--- config.mk ---
export PLATFORM = sky130hd
export DESIGN_NAME = trap_csr_unit
export DESIGN_NICKNAME = d
export VERILOG_FILES = /design/src/machine_pkg.sv /design/src/apb_pkg.sv /design/src/cycle_timer.sv /design/src/csr_file.sv /design/src/trap_controller.sv /design/src/trap_csr_unit.sv
export SDC_FILE = /design/constraint.sdc
export NUM_CORES = 1
export LEC_CHECK = 0
export ABC_AREA = 1
export BUFFER_PORTS_ARGS = -buffer_cell sky130_fd_sc_hd__buf_2
export CORE_MARGIN = 10
export CORE_UTILIZATION = 55
export DETAILED_ROUTE_END_ITERATION = 10
export PLACE_DENSITY_LB_ADDON = 0.08
export SYNTH_ARGS = -nofsm -noshare
export SYNTH_HDL_FRONTEND = slang
export SYNTH_SLANG_ARGS = --single-unit
--- constraint.sdc ---
create_clock -name clock -period 7.6 [get_ports clock]
set_input_delay 1.52 -clock clock [delete_from_list [all_inputs] [get_ports clock]]
set_output_delay 1.52 -clock clock [all_outputs]
set_load 0.02 [all_outputs]
--- src/machine_pkg.sv ---
package machine_pkg;

    // register width of the core this unit serves
    localparam int xlen = 32;

    // mtvec value after reset
    localparam logic [xlen-1:0] default_trap_vector = 32'h0000_0100;

    // csr addresses as seen on the apb bus
    localparam logic [11:0] csr_mstatus   = 12'h300;
    localparam logic [11:0] csr_mie       = 12'h304;
    localparam logic [11:0] csr_mtvec     = 12'h305;
    localparam logic [11:0] csr_mscratch  = 12'h340;
    localparam logic [11:0] csr_mepc      = 12'h341;
    localparam logic [11:0] csr_mcause    = 12'h342;
    localparam logic [11:0] csr_mip       = 12'h344;
    localparam logic [11:0] csr_mtimecmp  = 12'h7C1;
    localparam logic [11:0] csr_mtimecmph = 12'h7C2;
    localparam logic [11:0] csr_cycle     = 12'hC00;
    localparam logic [11:0] csr_cycleh    = 12'hC80;

    // bit positions inside mstatus, mie and mip
    localparam int mstatus_mie_bit  = 3;
    localparam int mstatus_mpie_bit = 7;
    localparam int meie_bit         = 11;
    localparam int mtie_bit         = 7;

    // interrupt cause codes, flag sits in the top bit of mcause
    localparam logic [3:0] cause_mei = 4'd11;
    localparam logic [3:0] cause_mti = 4'd7;
    localparam int interrupt_bit = 31;

    typedef struct packed {
        logic       interrupt;
        logic [3:0] code;
    } cause_t;

    // what the core reports each cycle
    typedef struct packed {
        logic            exception_valid;
        logic [3:0]      exception_code;
        logic            mret;
        logic [xlen-1:0] pc;
    } core_event_t;

    typedef struct packed {
        logic            valid;
        logic [xlen-1:0] target;
    } redirect_t;

    // trap entry and exit as seen by the csr storage
    typedef struct packed {
        logic            enter;
        logic            leave;
        cause_t          cause;
        logic [xlen-1:0] epc;
    } trap_update_t;

    typedef enum logic [1:0] {
        run,
        handler,
        locked
    } trap_state_t;

endpackage

--- src/apb_pkg.sv ---
package apb_pkg;

    // bus widths
    localparam int apb_addr_width = 12;
    localparam int apb_data_width = 32;

    // requester side of one apb link
    typedef struct packed {
        logic                      psel;
        logic                      penable;
        logic                      pwrite;
        logic [apb_addr_width-1:0] paddr;
        logic [apb_data_width-1:0] pwdata;
    } apb_req_t;

    // completer side, pready is always high here
    typedef struct packed {
        logic                      pready;
        logic                      pslverr;
        logic [apb_data_width-1:0] prdata;
    } apb_rsp_t;

endpackage

--- src/cycle_timer.sv ---
`timescale 1ns/100ps

module cycle_timer (
    input  logic                         clock,
    input  logic                         reset,
    input  logic                         timecmp_write,
    input  logic                         timecmp_high,
    input  logic [machine_pkg::xlen-1:0] timecmp_data,
    output logic [63:0]                  cycles,
    output logic [63:0]                  timecmp,
    output logic                         mtip
);

    // free-running count, doubles as the time base for the compare
    always_ff @(posedge clock) begin
        if (reset) begin
            cycles <= '0;
        end else begin
            cycles <= cycles + 64'd1;
        end
    end

    // compare value is written one half per apb access
    // all ones after reset so the timer stays quiet until software arms it
    always_ff @(posedge clock) begin
        if (reset) begin
            timecmp <= '1;
        end else if (timecmp_write) begin
            if (timecmp_high) begin
                timecmp[63:32] <= timecmp_data;
            end else begin
                timecmp[31:0] <= timecmp_data;
            end
        end
    end

    // pending as long as the count has reached the compare value
    always_comb begin
        mtip = cycles >= timecmp;
    end

    // an unarmed compare must never fire
    mtip_quiet_unarmed: assert property (
        @(posedge clock) disable iff (reset)
        (&timecmp) |-> !$rose(mtip)
    ) else $error("timer interrupt raised while mtimecmp is all ones");

endmodule

--- src/csr_file.sv ---
`timescale 1ns/100ps

module csr_file (
    input  logic                         clock,
    input  logic                         reset,
    input  apb_pkg::apb_req_t            apb_req,
    output apb_pkg::apb_rsp_t            apb_rsp,
    input  machine_pkg::trap_update_t    update,
    input  logic                         irq,
    input  logic                         mtip,
    input  logic [63:0]                  cycles,
    input  logic [63:0]                  timecmp,
    output logic                         timecmp_write,
    output logic                         timecmp_high,
    output logic [machine_pkg::xlen-1:0] timecmp_data,
    output logic                         global_enable,
    output logic                         meie,
    output logic                         mtie,
    output logic [machine_pkg::xlen-1:0] mtvec,
    output logic [machine_pkg::xlen-1:0] mepc
);

    // access phase decode
    logic access;
    logic addr_valid;
    logic read_only;
    logic write_strobe;
    logic [machine_pkg::xlen-1:0] read_data;

    // interrupt enable stack in mstatus
    logic mstatus_mie;
    logic mstatus_mpie;

    // stored values, low bits of mtvec and mepc kept but never read
    logic [machine_pkg::xlen-1:0] mtvec_value;
    logic [machine_pkg::xlen-1:0] mepc_value;
    logic [machine_pkg::xlen-1:0] mscratch;
    machine_pkg::cause_t          mcause;

    // handler addresses are word aligned
    assign mtvec = {mtvec_value[machine_pkg::xlen-1:2], 2'b00};
    assign mepc  = {mepc_value[machine_pkg::xlen-1:2], 2'b00};
    assign global_enable = mstatus_mie;

    // address decode and read mux in one pass
    always_comb begin
        access     = apb_req.psel && apb_req.penable;
        addr_valid = 1'b1;
        read_only  = 1'b0;
        read_data  = '0;
        case (apb_req.paddr)
            machine_pkg::csr_mstatus: begin
                // mpp reads as machine mode
                read_data[12:11] = 2'b11;
                read_data[machine_pkg::mstatus_mpie_bit] = mstatus_mpie;
                read_data[machine_pkg::mstatus_mie_bit]  = mstatus_mie;
            end
            machine_pkg::csr_mie: begin
                read_data[machine_pkg::meie_bit] = meie;
                read_data[machine_pkg::mtie_bit] = mtie;
            end
            machine_pkg::csr_mip: begin
                // live pending lines, writes have no effect
                read_data[machine_pkg::meie_bit] = irq;
                read_data[machine_pkg::mtie_bit] = mtip;
            end
            machine_pkg::csr_mtvec:     read_data = mtvec;
            machine_pkg::csr_mscratch:  read_data = mscratch;
            machine_pkg::csr_mepc:      read_data = mepc;
            machine_pkg::csr_mcause: begin
                read_data[machine_pkg::interrupt_bit] = mcause.interrupt;
                read_data[3:0] = mcause.code;
            end
            machine_pkg::csr_mtimecmp:  read_data = timecmp[31:0];
            machine_pkg::csr_mtimecmph: read_data = timecmp[63:32];
            machine_pkg::csr_cycle: begin
                read_data = cycles[31:0];
                read_only = 1'b1;
            end
            machine_pkg::csr_cycleh: begin
                read_data = cycles[63:32];
                read_only = 1'b1;
            end
            default: addr_valid = 1'b0;
        endcase
    end

    // zero wait states, error on unknown address or write to a counter
    always_comb begin
        write_strobe    = access && apb_req.pwrite && addr_valid && !read_only;
        apb_rsp.pready  = 1'b1;
        apb_rsp.pslverr = access && (!addr_valid || (apb_req.pwrite && read_only));
        apb_rsp.prdata  = (access && !apb_req.pwrite) ? read_data : '0;
    end

    // compare register lives in the timer
    assign timecmp_write = write_strobe && (apb_req.paddr == machine_pkg::csr_mtimecmp ||
                                            apb_req.paddr == machine_pkg::csr_mtimecmph);
    assign timecmp_high  = apb_req.paddr == machine_pkg::csr_mtimecmph;
    assign timecmp_data  = apb_req.pwdata;

    // control state, trap updates come last so they win over a bus write
    always_ff @(posedge clock) begin
        if (reset) begin
            mstatus_mie  <= 1'b0;
            mstatus_mpie <= 1'b0;
            meie         <= 1'b0;
            mtie         <= 1'b0;
            mtvec_value  <= machine_pkg::default_trap_vector;
        end else begin
            if (write_strobe && apb_req.paddr == machine_pkg::csr_mstatus) begin
                mstatus_mie  <= apb_req.pwdata[machine_pkg::mstatus_mie_bit];
                mstatus_mpie <= apb_req.pwdata[machine_pkg::mstatus_mpie_bit];
            end
            if (write_strobe && apb_req.paddr == machine_pkg::csr_mie) begin
                meie <= apb_req.pwdata[machine_pkg::meie_bit];
                mtie <= apb_req.pwdata[machine_pkg::mtie_bit];
            end
            if (write_strobe && apb_req.paddr == machine_pkg::csr_mtvec) begin
                mtvec_value <= apb_req.pwdata;
            end
            // push the enable stack on entry, pop it on mret
            if (update.enter) begin
                mstatus_mpie <= mstatus_mie;
                mstatus_mie  <= 1'b0;
            end else if (update.leave) begin
                mstatus_mie  <= mstatus_mpie;
                mstatus_mpie <= 1'b1;
            end
        end
    end

    // payload registers
    always_ff @(posedge clock) begin
        if (write_strobe && apb_req.paddr == machine_pkg::csr_mscratch) begin
            mscratch <= apb_req.pwdata;
        end
        if (write_strobe && apb_req.paddr == machine_pkg::csr_mepc) begin
            mepc_value <= apb_req.pwdata;
        end
        if (write_strobe && apb_req.paddr == machine_pkg::csr_mcause) begin
            mcause.interrupt <= apb_req.pwdata[machine_pkg::interrupt_bit];
            mcause.code      <= apb_req.pwdata[3:0];
        end
        // trap entry records where and why
        if (update.enter) begin
            mepc_value <= update.epc;
            mcause     <= update.cause;
        end
    end

    // access phase only ever follows a setup phase
    apb_setup_before_access: assert property (
        @(posedge clock) disable iff (reset)
        apb_req.penable |-> $past(apb_req.psel)
    ) else $error("apb penable high without psel in the previous cycle");

endmodule

--- src/trap_controller.sv ---
`timescale 1ns/100ps

module trap_controller (
    input  logic                         clock,
    input  logic                         reset,
    input  machine_pkg::core_event_t     core_event,
    input  logic                         irq,
    input  logic                         mtip,
    input  logic                         global_enable,
    input  logic                         meie,
    input  logic                         mtie,
    input  logic [machine_pkg::xlen-1:0] mtvec,
    input  logic [machine_pkg::xlen-1:0] mepc,
    output machine_pkg::trap_update_t    update,
    output machine_pkg::redirect_t       redirect,
    output logic                         locked
);

    machine_pkg::trap_state_t state;
    machine_pkg::trap_state_t next_state;

    // interrupts that pass both enables
    logic mei_pending;
    logic mti_pending;
    logic take_redirect;
    logic [machine_pkg::xlen-1:0] redirect_target;

    // one-cycle decision, priority mei, mti, exception, mret
    always_comb begin
        mei_pending     = global_enable && meie && irq;
        mti_pending     = global_enable && mtie && mtip;
        next_state      = state;
        take_redirect   = 1'b0;
        redirect_target = mtvec;
        update          = '0;
        update.epc      = core_event.pc;
        if (state != machine_pkg::locked) begin
            if (mei_pending || mti_pending) begin
                update.enter = 1'b1;
                update.cause.interrupt = 1'b1;
                update.cause.code = mei_pending ? machine_pkg::cause_mei : machine_pkg::cause_mti;
                take_redirect = 1'b1;
                next_state = machine_pkg::handler;
            end else if (core_event.exception_valid) begin
                if (state == machine_pkg::handler) begin
                    // fault inside a handler, freeze until reset
                    next_state = machine_pkg::locked;
                end else begin
                    update.enter = 1'b1;
                    update.cause.code = core_event.exception_code;
                    take_redirect = 1'b1;
                    next_state = machine_pkg::handler;
                end
            end else if (core_event.mret && state == machine_pkg::handler) begin
                // mret outside a handler has nothing to return to
                update.leave = 1'b1;
                take_redirect = 1'b1;
                redirect_target = mepc;
                next_state = machine_pkg::run;
            end
        end
    end

    always_ff @(posedge clock) begin
        if (reset) begin
            state <= machine_pkg::run;
            redirect.valid <= 1'b0;
        end else begin
            state <= next_state;
            redirect.valid <= take_redirect;
        end
    end

    // target only matters while valid
    always_ff @(posedge clock) begin
        redirect.target <= redirect_target;
    end

    assign locked = state == machine_pkg::locked;

    trap_enter_leave_exclusive: assert property (
        @(posedge clock) disable iff (reset)
        !(update.enter && update.leave)
    ) else $error("trap entry and return in the same cycle");

endmodule

--- src/trap_csr_unit.sv ---
`timescale 1ns/100ps

module trap_csr_unit (
    input  logic                     clock,
    input  logic                     reset,
    input  apb_pkg::apb_req_t        apb_req,
    output apb_pkg::apb_rsp_t        apb_rsp,
    input  machine_pkg::core_event_t core_event,
    input  logic                     irq,
    output machine_pkg::redirect_t   redirect,
    output logic                     locked
);

    // timer side
    logic                         timecmp_write;
    logic                         timecmp_high;
    logic [machine_pkg::xlen-1:0] timecmp_data;
    logic [63:0]                  cycles;
    logic [63:0]                  timecmp;
    logic                         mtip;

    // csr state seen by the trap logic
    logic                         global_enable;
    logic                         meie;
    logic                         mtie;
    logic [machine_pkg::xlen-1:0] mtvec;
    logic [machine_pkg::xlen-1:0] mepc;
    machine_pkg::trap_update_t    update;

    cycle_timer u_cycle_timer (
        .clock         (clock),
        .reset         (reset),
        .timecmp_write (timecmp_write),
        .timecmp_high  (timecmp_high),
        .timecmp_data  (timecmp_data),
        .cycles        (cycles),
        .timecmp       (timecmp),
        .mtip          (mtip)
    );

    csr_file u_csr_file (
        .clock         (clock),
        .reset         (reset),
        .apb_req       (apb_req),
        .apb_rsp       (apb_rsp),
        .update        (update),
        .irq           (irq),
        .mtip          (mtip),
        .cycles        (cycles),
        .timecmp       (timecmp),
        .timecmp_write (timecmp_write),
        .timecmp_high  (timecmp_high),
        .timecmp_data  (timecmp_data),
        .global_enable (global_enable),
        .meie          (meie),
        .mtie          (mtie),
        .mtvec         (mtvec),
        .mepc          (mepc)
    );

    // updates land in csr_file at the same edge the state moves
    trap_controller u_trap_controller (
        .clock         (clock),
        .reset         (reset),
        .core_event    (core_event),
        .irq           (irq),
        .mtip          (mtip),
        .global_enable (global_enable),
        .meie          (meie),
        .mtie          (mtie),
        .mtvec         (mtvec),
        .mepc          (mepc),
        .update        (update),
        .redirect      (redirect),
        .locked        (locked)
    );

endmodule

==> results by group <==
Global route
  • Total Routing Usage GR: 28.4%
  • Initial antenna violation count: 0
  • Met3 usage: roughly 9%
  • Remaining Overflow, GRT: 0
  • Gr busiest metal: met2
  • Number of global-route vias before repair: 12,726
  • Global Route met2 Usage: between 40% and 50%
  • Largest net degree at the start of global routing: between 100 and 150
  • M1 GR Usage: about two fifths
  • First-pass GRT wire length: ~74 mm

Power and ir drop
  • P_leak: 7.81 nW
  • Power Dens Cells: 196 nW/um^2
  • Worst VDD drop: around 0.18 mV

Finish
  • Final instance area: between 15,000 and 20,000 sq um
  • FF+latch area: around 5900 sq um
  • Fillers: 2,275
  • Area of the multi-input gates: about 6600 sq um
  • Area grow syn2layout: 14.0%
  • Layout cells sized above 1: 13.1%
  • Final core utilization: 63.6%
  • Nets: about 2,200
  • Ant diodes: 0

STA
  • Max Slew Vio Count: 0
  • Final Setup Violations: 0
  • Max_slew headroom: 18.4%
  • Period minus WS final: 5.87 ns
  • Max Clk Rate: around 0.17 GHz
  • RSZ-0062 raised after global routing: no
  • Worst Tran Pin Value: approximately 1.2 ns
  • Part of the cycle the worst path needs: between 70% and 80%
  • Clock skew: roughly 0.015 ns
  • Worst hold margin: between 0.4 and 0.5 ns
  • Final hold violations: 0
  • Setup TNS: 0 ns

Clocking
  • TritonCTS clock tree: built
  • Post-CTS setup repair buffer count: 0
  • Cts repair resizes: 0
  • Root buffer cell: clkbuf_16
  • Total CTS buffers: 30
  • H-tree Lvls: 1
  • Clk sinks: between 200 and 300
  • Worst-path clk slew: roughly 0.060 ns
  • Clk_lat worst skew: 0.57 ns
  • Hold_buf cts: 0
  • Clk buf depth: 3

Floorplanning
  • Die W: 180 um
  • Die Area: 32,300 sq um
  • Cell Rows: 58
  • Die H: around 180 um
  • I/O pin count: about 160
  • Core area: ~25,000 sq um
  • Initial Utilization: a little under three fifths

Run status
  • Status: completed

Setup path
  • R2R Path Start: u_cycle_timer.timecmp[63]
  • R2R Path End: u_csr_file.mepc_value[25]
  • Crit-path cells: buf_2 > inv_1 > nand2_2 > nor2_2 > nand2_1 > nor2_1 > nand2_1 > o21ai_0 > a221oi_1 > nand3_1 > nand2_1 > inv_1 > buf_2
  • Crit path kind: primary input to primary output
  • Setup crit end: apb_rsp[31]
  • CP required: about 6.1 ns
  • Critical path arrival: between 4 and 5 ns
  • CP endpoint kind: primary output
  • Worst r2r path cells: 15
  • Critical path launch point type: primary input
  • Slowest CP cell: o21ai_0
  • R2R Setup Slk: around 4.0 ns
  • Worst-path maximum fanout: 22
  • Slowest cell delay on critical path: slightly above 0.8 ns
  • Most common cell on crit path: nand2_1
  • Crit path from: apb_req[36]

Logic synthesis
  • Async SR Flop Fraction: 0%
  • Gate Count Post-Synth: about 1,900
  • Synth warn: 0
  • Post-synth EDFFs: 67
  • Syn_area_per_cell: between 7 and 8 sq um
  • Main synth FF type: dfxtp_1
  • Synth area leaders: dfxtp_1 28%, edfxtp_1 14%, nand2_1 11%, inv_1 8.1%, ha_1 5.8%
  • Sequential fraction of the synthesis area: between 40 and 50%
  • Synth Cell Area: between 10,000 and 15,000 sq um
  • Yosys top cell area share: 27.8%
  • Yosys cell types: 53
  • Yosys top cell by area: dfxtp_1
  • Seq cells post-synth: 262

Routing
  • First drt pass iteration count: 8
  • Via density: 5.82
  • # DRC: 0
  • Wirelength per Cell: 20.5 um
  • Via count: roughly 14,000
  • Total wire length: about 48 mm
  • Post-DRT Antenna Nets: 0
  • Starting DRT DRC Count: between 1,500 and 2,000

Place
  • Hpwl dp: 36.0 mm
  • Number of buffers added on ports: 150
  • GPL Wtd Cong: 0.992
  • Area after DPL: between 15,000 and 20,000 sq um

Hold path
  • Min-delay src: u_csr_file.mtvec_value[23]
  • HP Class: flip-flop to flip-flop

Job
  • Max-cap viol count: 0
==> flip-flops by register name (all words and copies together) (netlist names), 2 cells and up <==
signal                      flops
u_csr_file.mcause               5
u_csr_file.mepc_value          30
u_csr_file.mscratch            32
u_csr_file.mtvec_value         30
u_cycle_timer.cycles           64
u_cycle_timer.timecmp          64
u_trap_controller.redirect     31
u_trap_controller.state         2
==> placed cells by master (no fill, tap or decap), drive strengths merged, types with 3 or more instances in the layout <==
master / n
a211oi: 3
a21oi: 135
a221oi: 29
buf: 166
bufinv: 4
clkbuf: 38
clkinv: 8
clkinvlp: 5
conb: 3
dfxtp: 195
edfxtp: 67
ha: 65
inv: 313
nand2: 431
nand3: 47
nand4: 28
nor2: 140
nor3: 59
nor3b: 7
nor4: 7
o211ai: 68
o21a: 5
o21ai: 118
o22ai: 45
o31ai: 3
o41ai: 8
xor2: 7
==> how the worst min path moves through the flow <==
stage / end / slack [ns] / cells after the start
floorplan: u_trap_controller.redirect[10] / 0.43 / 2
global placement: u_trap_controller.redirect[18] / 0.45 / 2
detailed placement: u_trap_controller.redirect[5] / 0.45 / 2
CTS: u_trap_controller.redirect[23] / 0.47 / 2
global route: u_csr_file.mtvec_value[19] / 0.49 / 2
finish: u_trap_controller.redirect[23] / 0.47 / 2
==> critical path, delay by kind of cell <==
kind,cells,cell delay (ns)
simple gates,7,1.56
buf+inv,4,0.35
compound gates,2,0.91
==> through the flow <==
step | setup WS [ns] | std cells | power [mW]
finish | 1.73 | 2353 | 3.14
global route | 1.57 | 2353 | 3.22
CTS | 1.87 | 2353 | 3.14
detailed placement | 1.90 | 2297 | 1.68
global placement | 1.94 | 2297 | 1.68
floorplan | 2.49 | 1873 | 1.61
==> logic make-up after synthesis <==
kind of cell	Yosys count	synth area share [%]
AO/OA/AOI/OAI	423	18.0
adder cells (fa/ha/maj)	65	5.79
other	2	0.0535
buffers and inverters	384	10.8
XOR/XNOR	9	0.561
flip-flops	262	42.1
AND/OR/NAND/NOR	727	22.7
==> synth_stat cells, types with 3 or more instances <==
cell type and count:
o41ai_1 8, o211ai_1 68, nor3b_2 3, o22ai_1 45, nand3_2 5, clkbuf_1 39
o31ai_1 3, o21ai_0 106, nor2_1 130, inv_1 304, o21ai_1 12, a221oi_1 29
nor3_1 51, a211oi_1 3, nor3b_1 4, xor2_1 7, buf_4 6, nand2_2 10
nor4_1 5, inv_2 7, ha_1 65, nor3_2 6, o21a_1 5, nand3_1 42
dfxtp_1 195, a21oi_1 135, nand4_1 27, edfxtp_1 67, nor2_2 8, buf_2 24
nand2_1 420
==> metal layers <==
layer / share of wire, % / wire (um) / vias up
met2: 41 / 19700 / 777
li1: - / - / 6519
met4: 2.4 / 1170 / 0
met5: 0 / 0 / -
met3: 13 / 6070 / 77
met1: 44 / 21300 / 6323
==> power breakdown <==
group	internal [mW]	leakage, nW	switching, mW	total (mW)
Clock	0.881	0.477	0.600	1.48
Combinational	0.0492	5.13	0.128	0.177
Sequential	1.47	2.20	0.0109	1.48
Total	2.40	7.81	0.739	3.14
==> layout make-up <==
class | instances | share of cell area (%)
Clock buffer | 38 | 5.01
Multi-Input combinational cell | 1227 | 41.4
Tap cell | 330 | 2.58
Clock inverter | 18 | 1.26
Sequential cell | 262 | 37.0
Timing Repair Buffer | 166 | 5.44
Inverter | 312 | 7.34
Note: power is estimated with default switching activity, not from simulation.
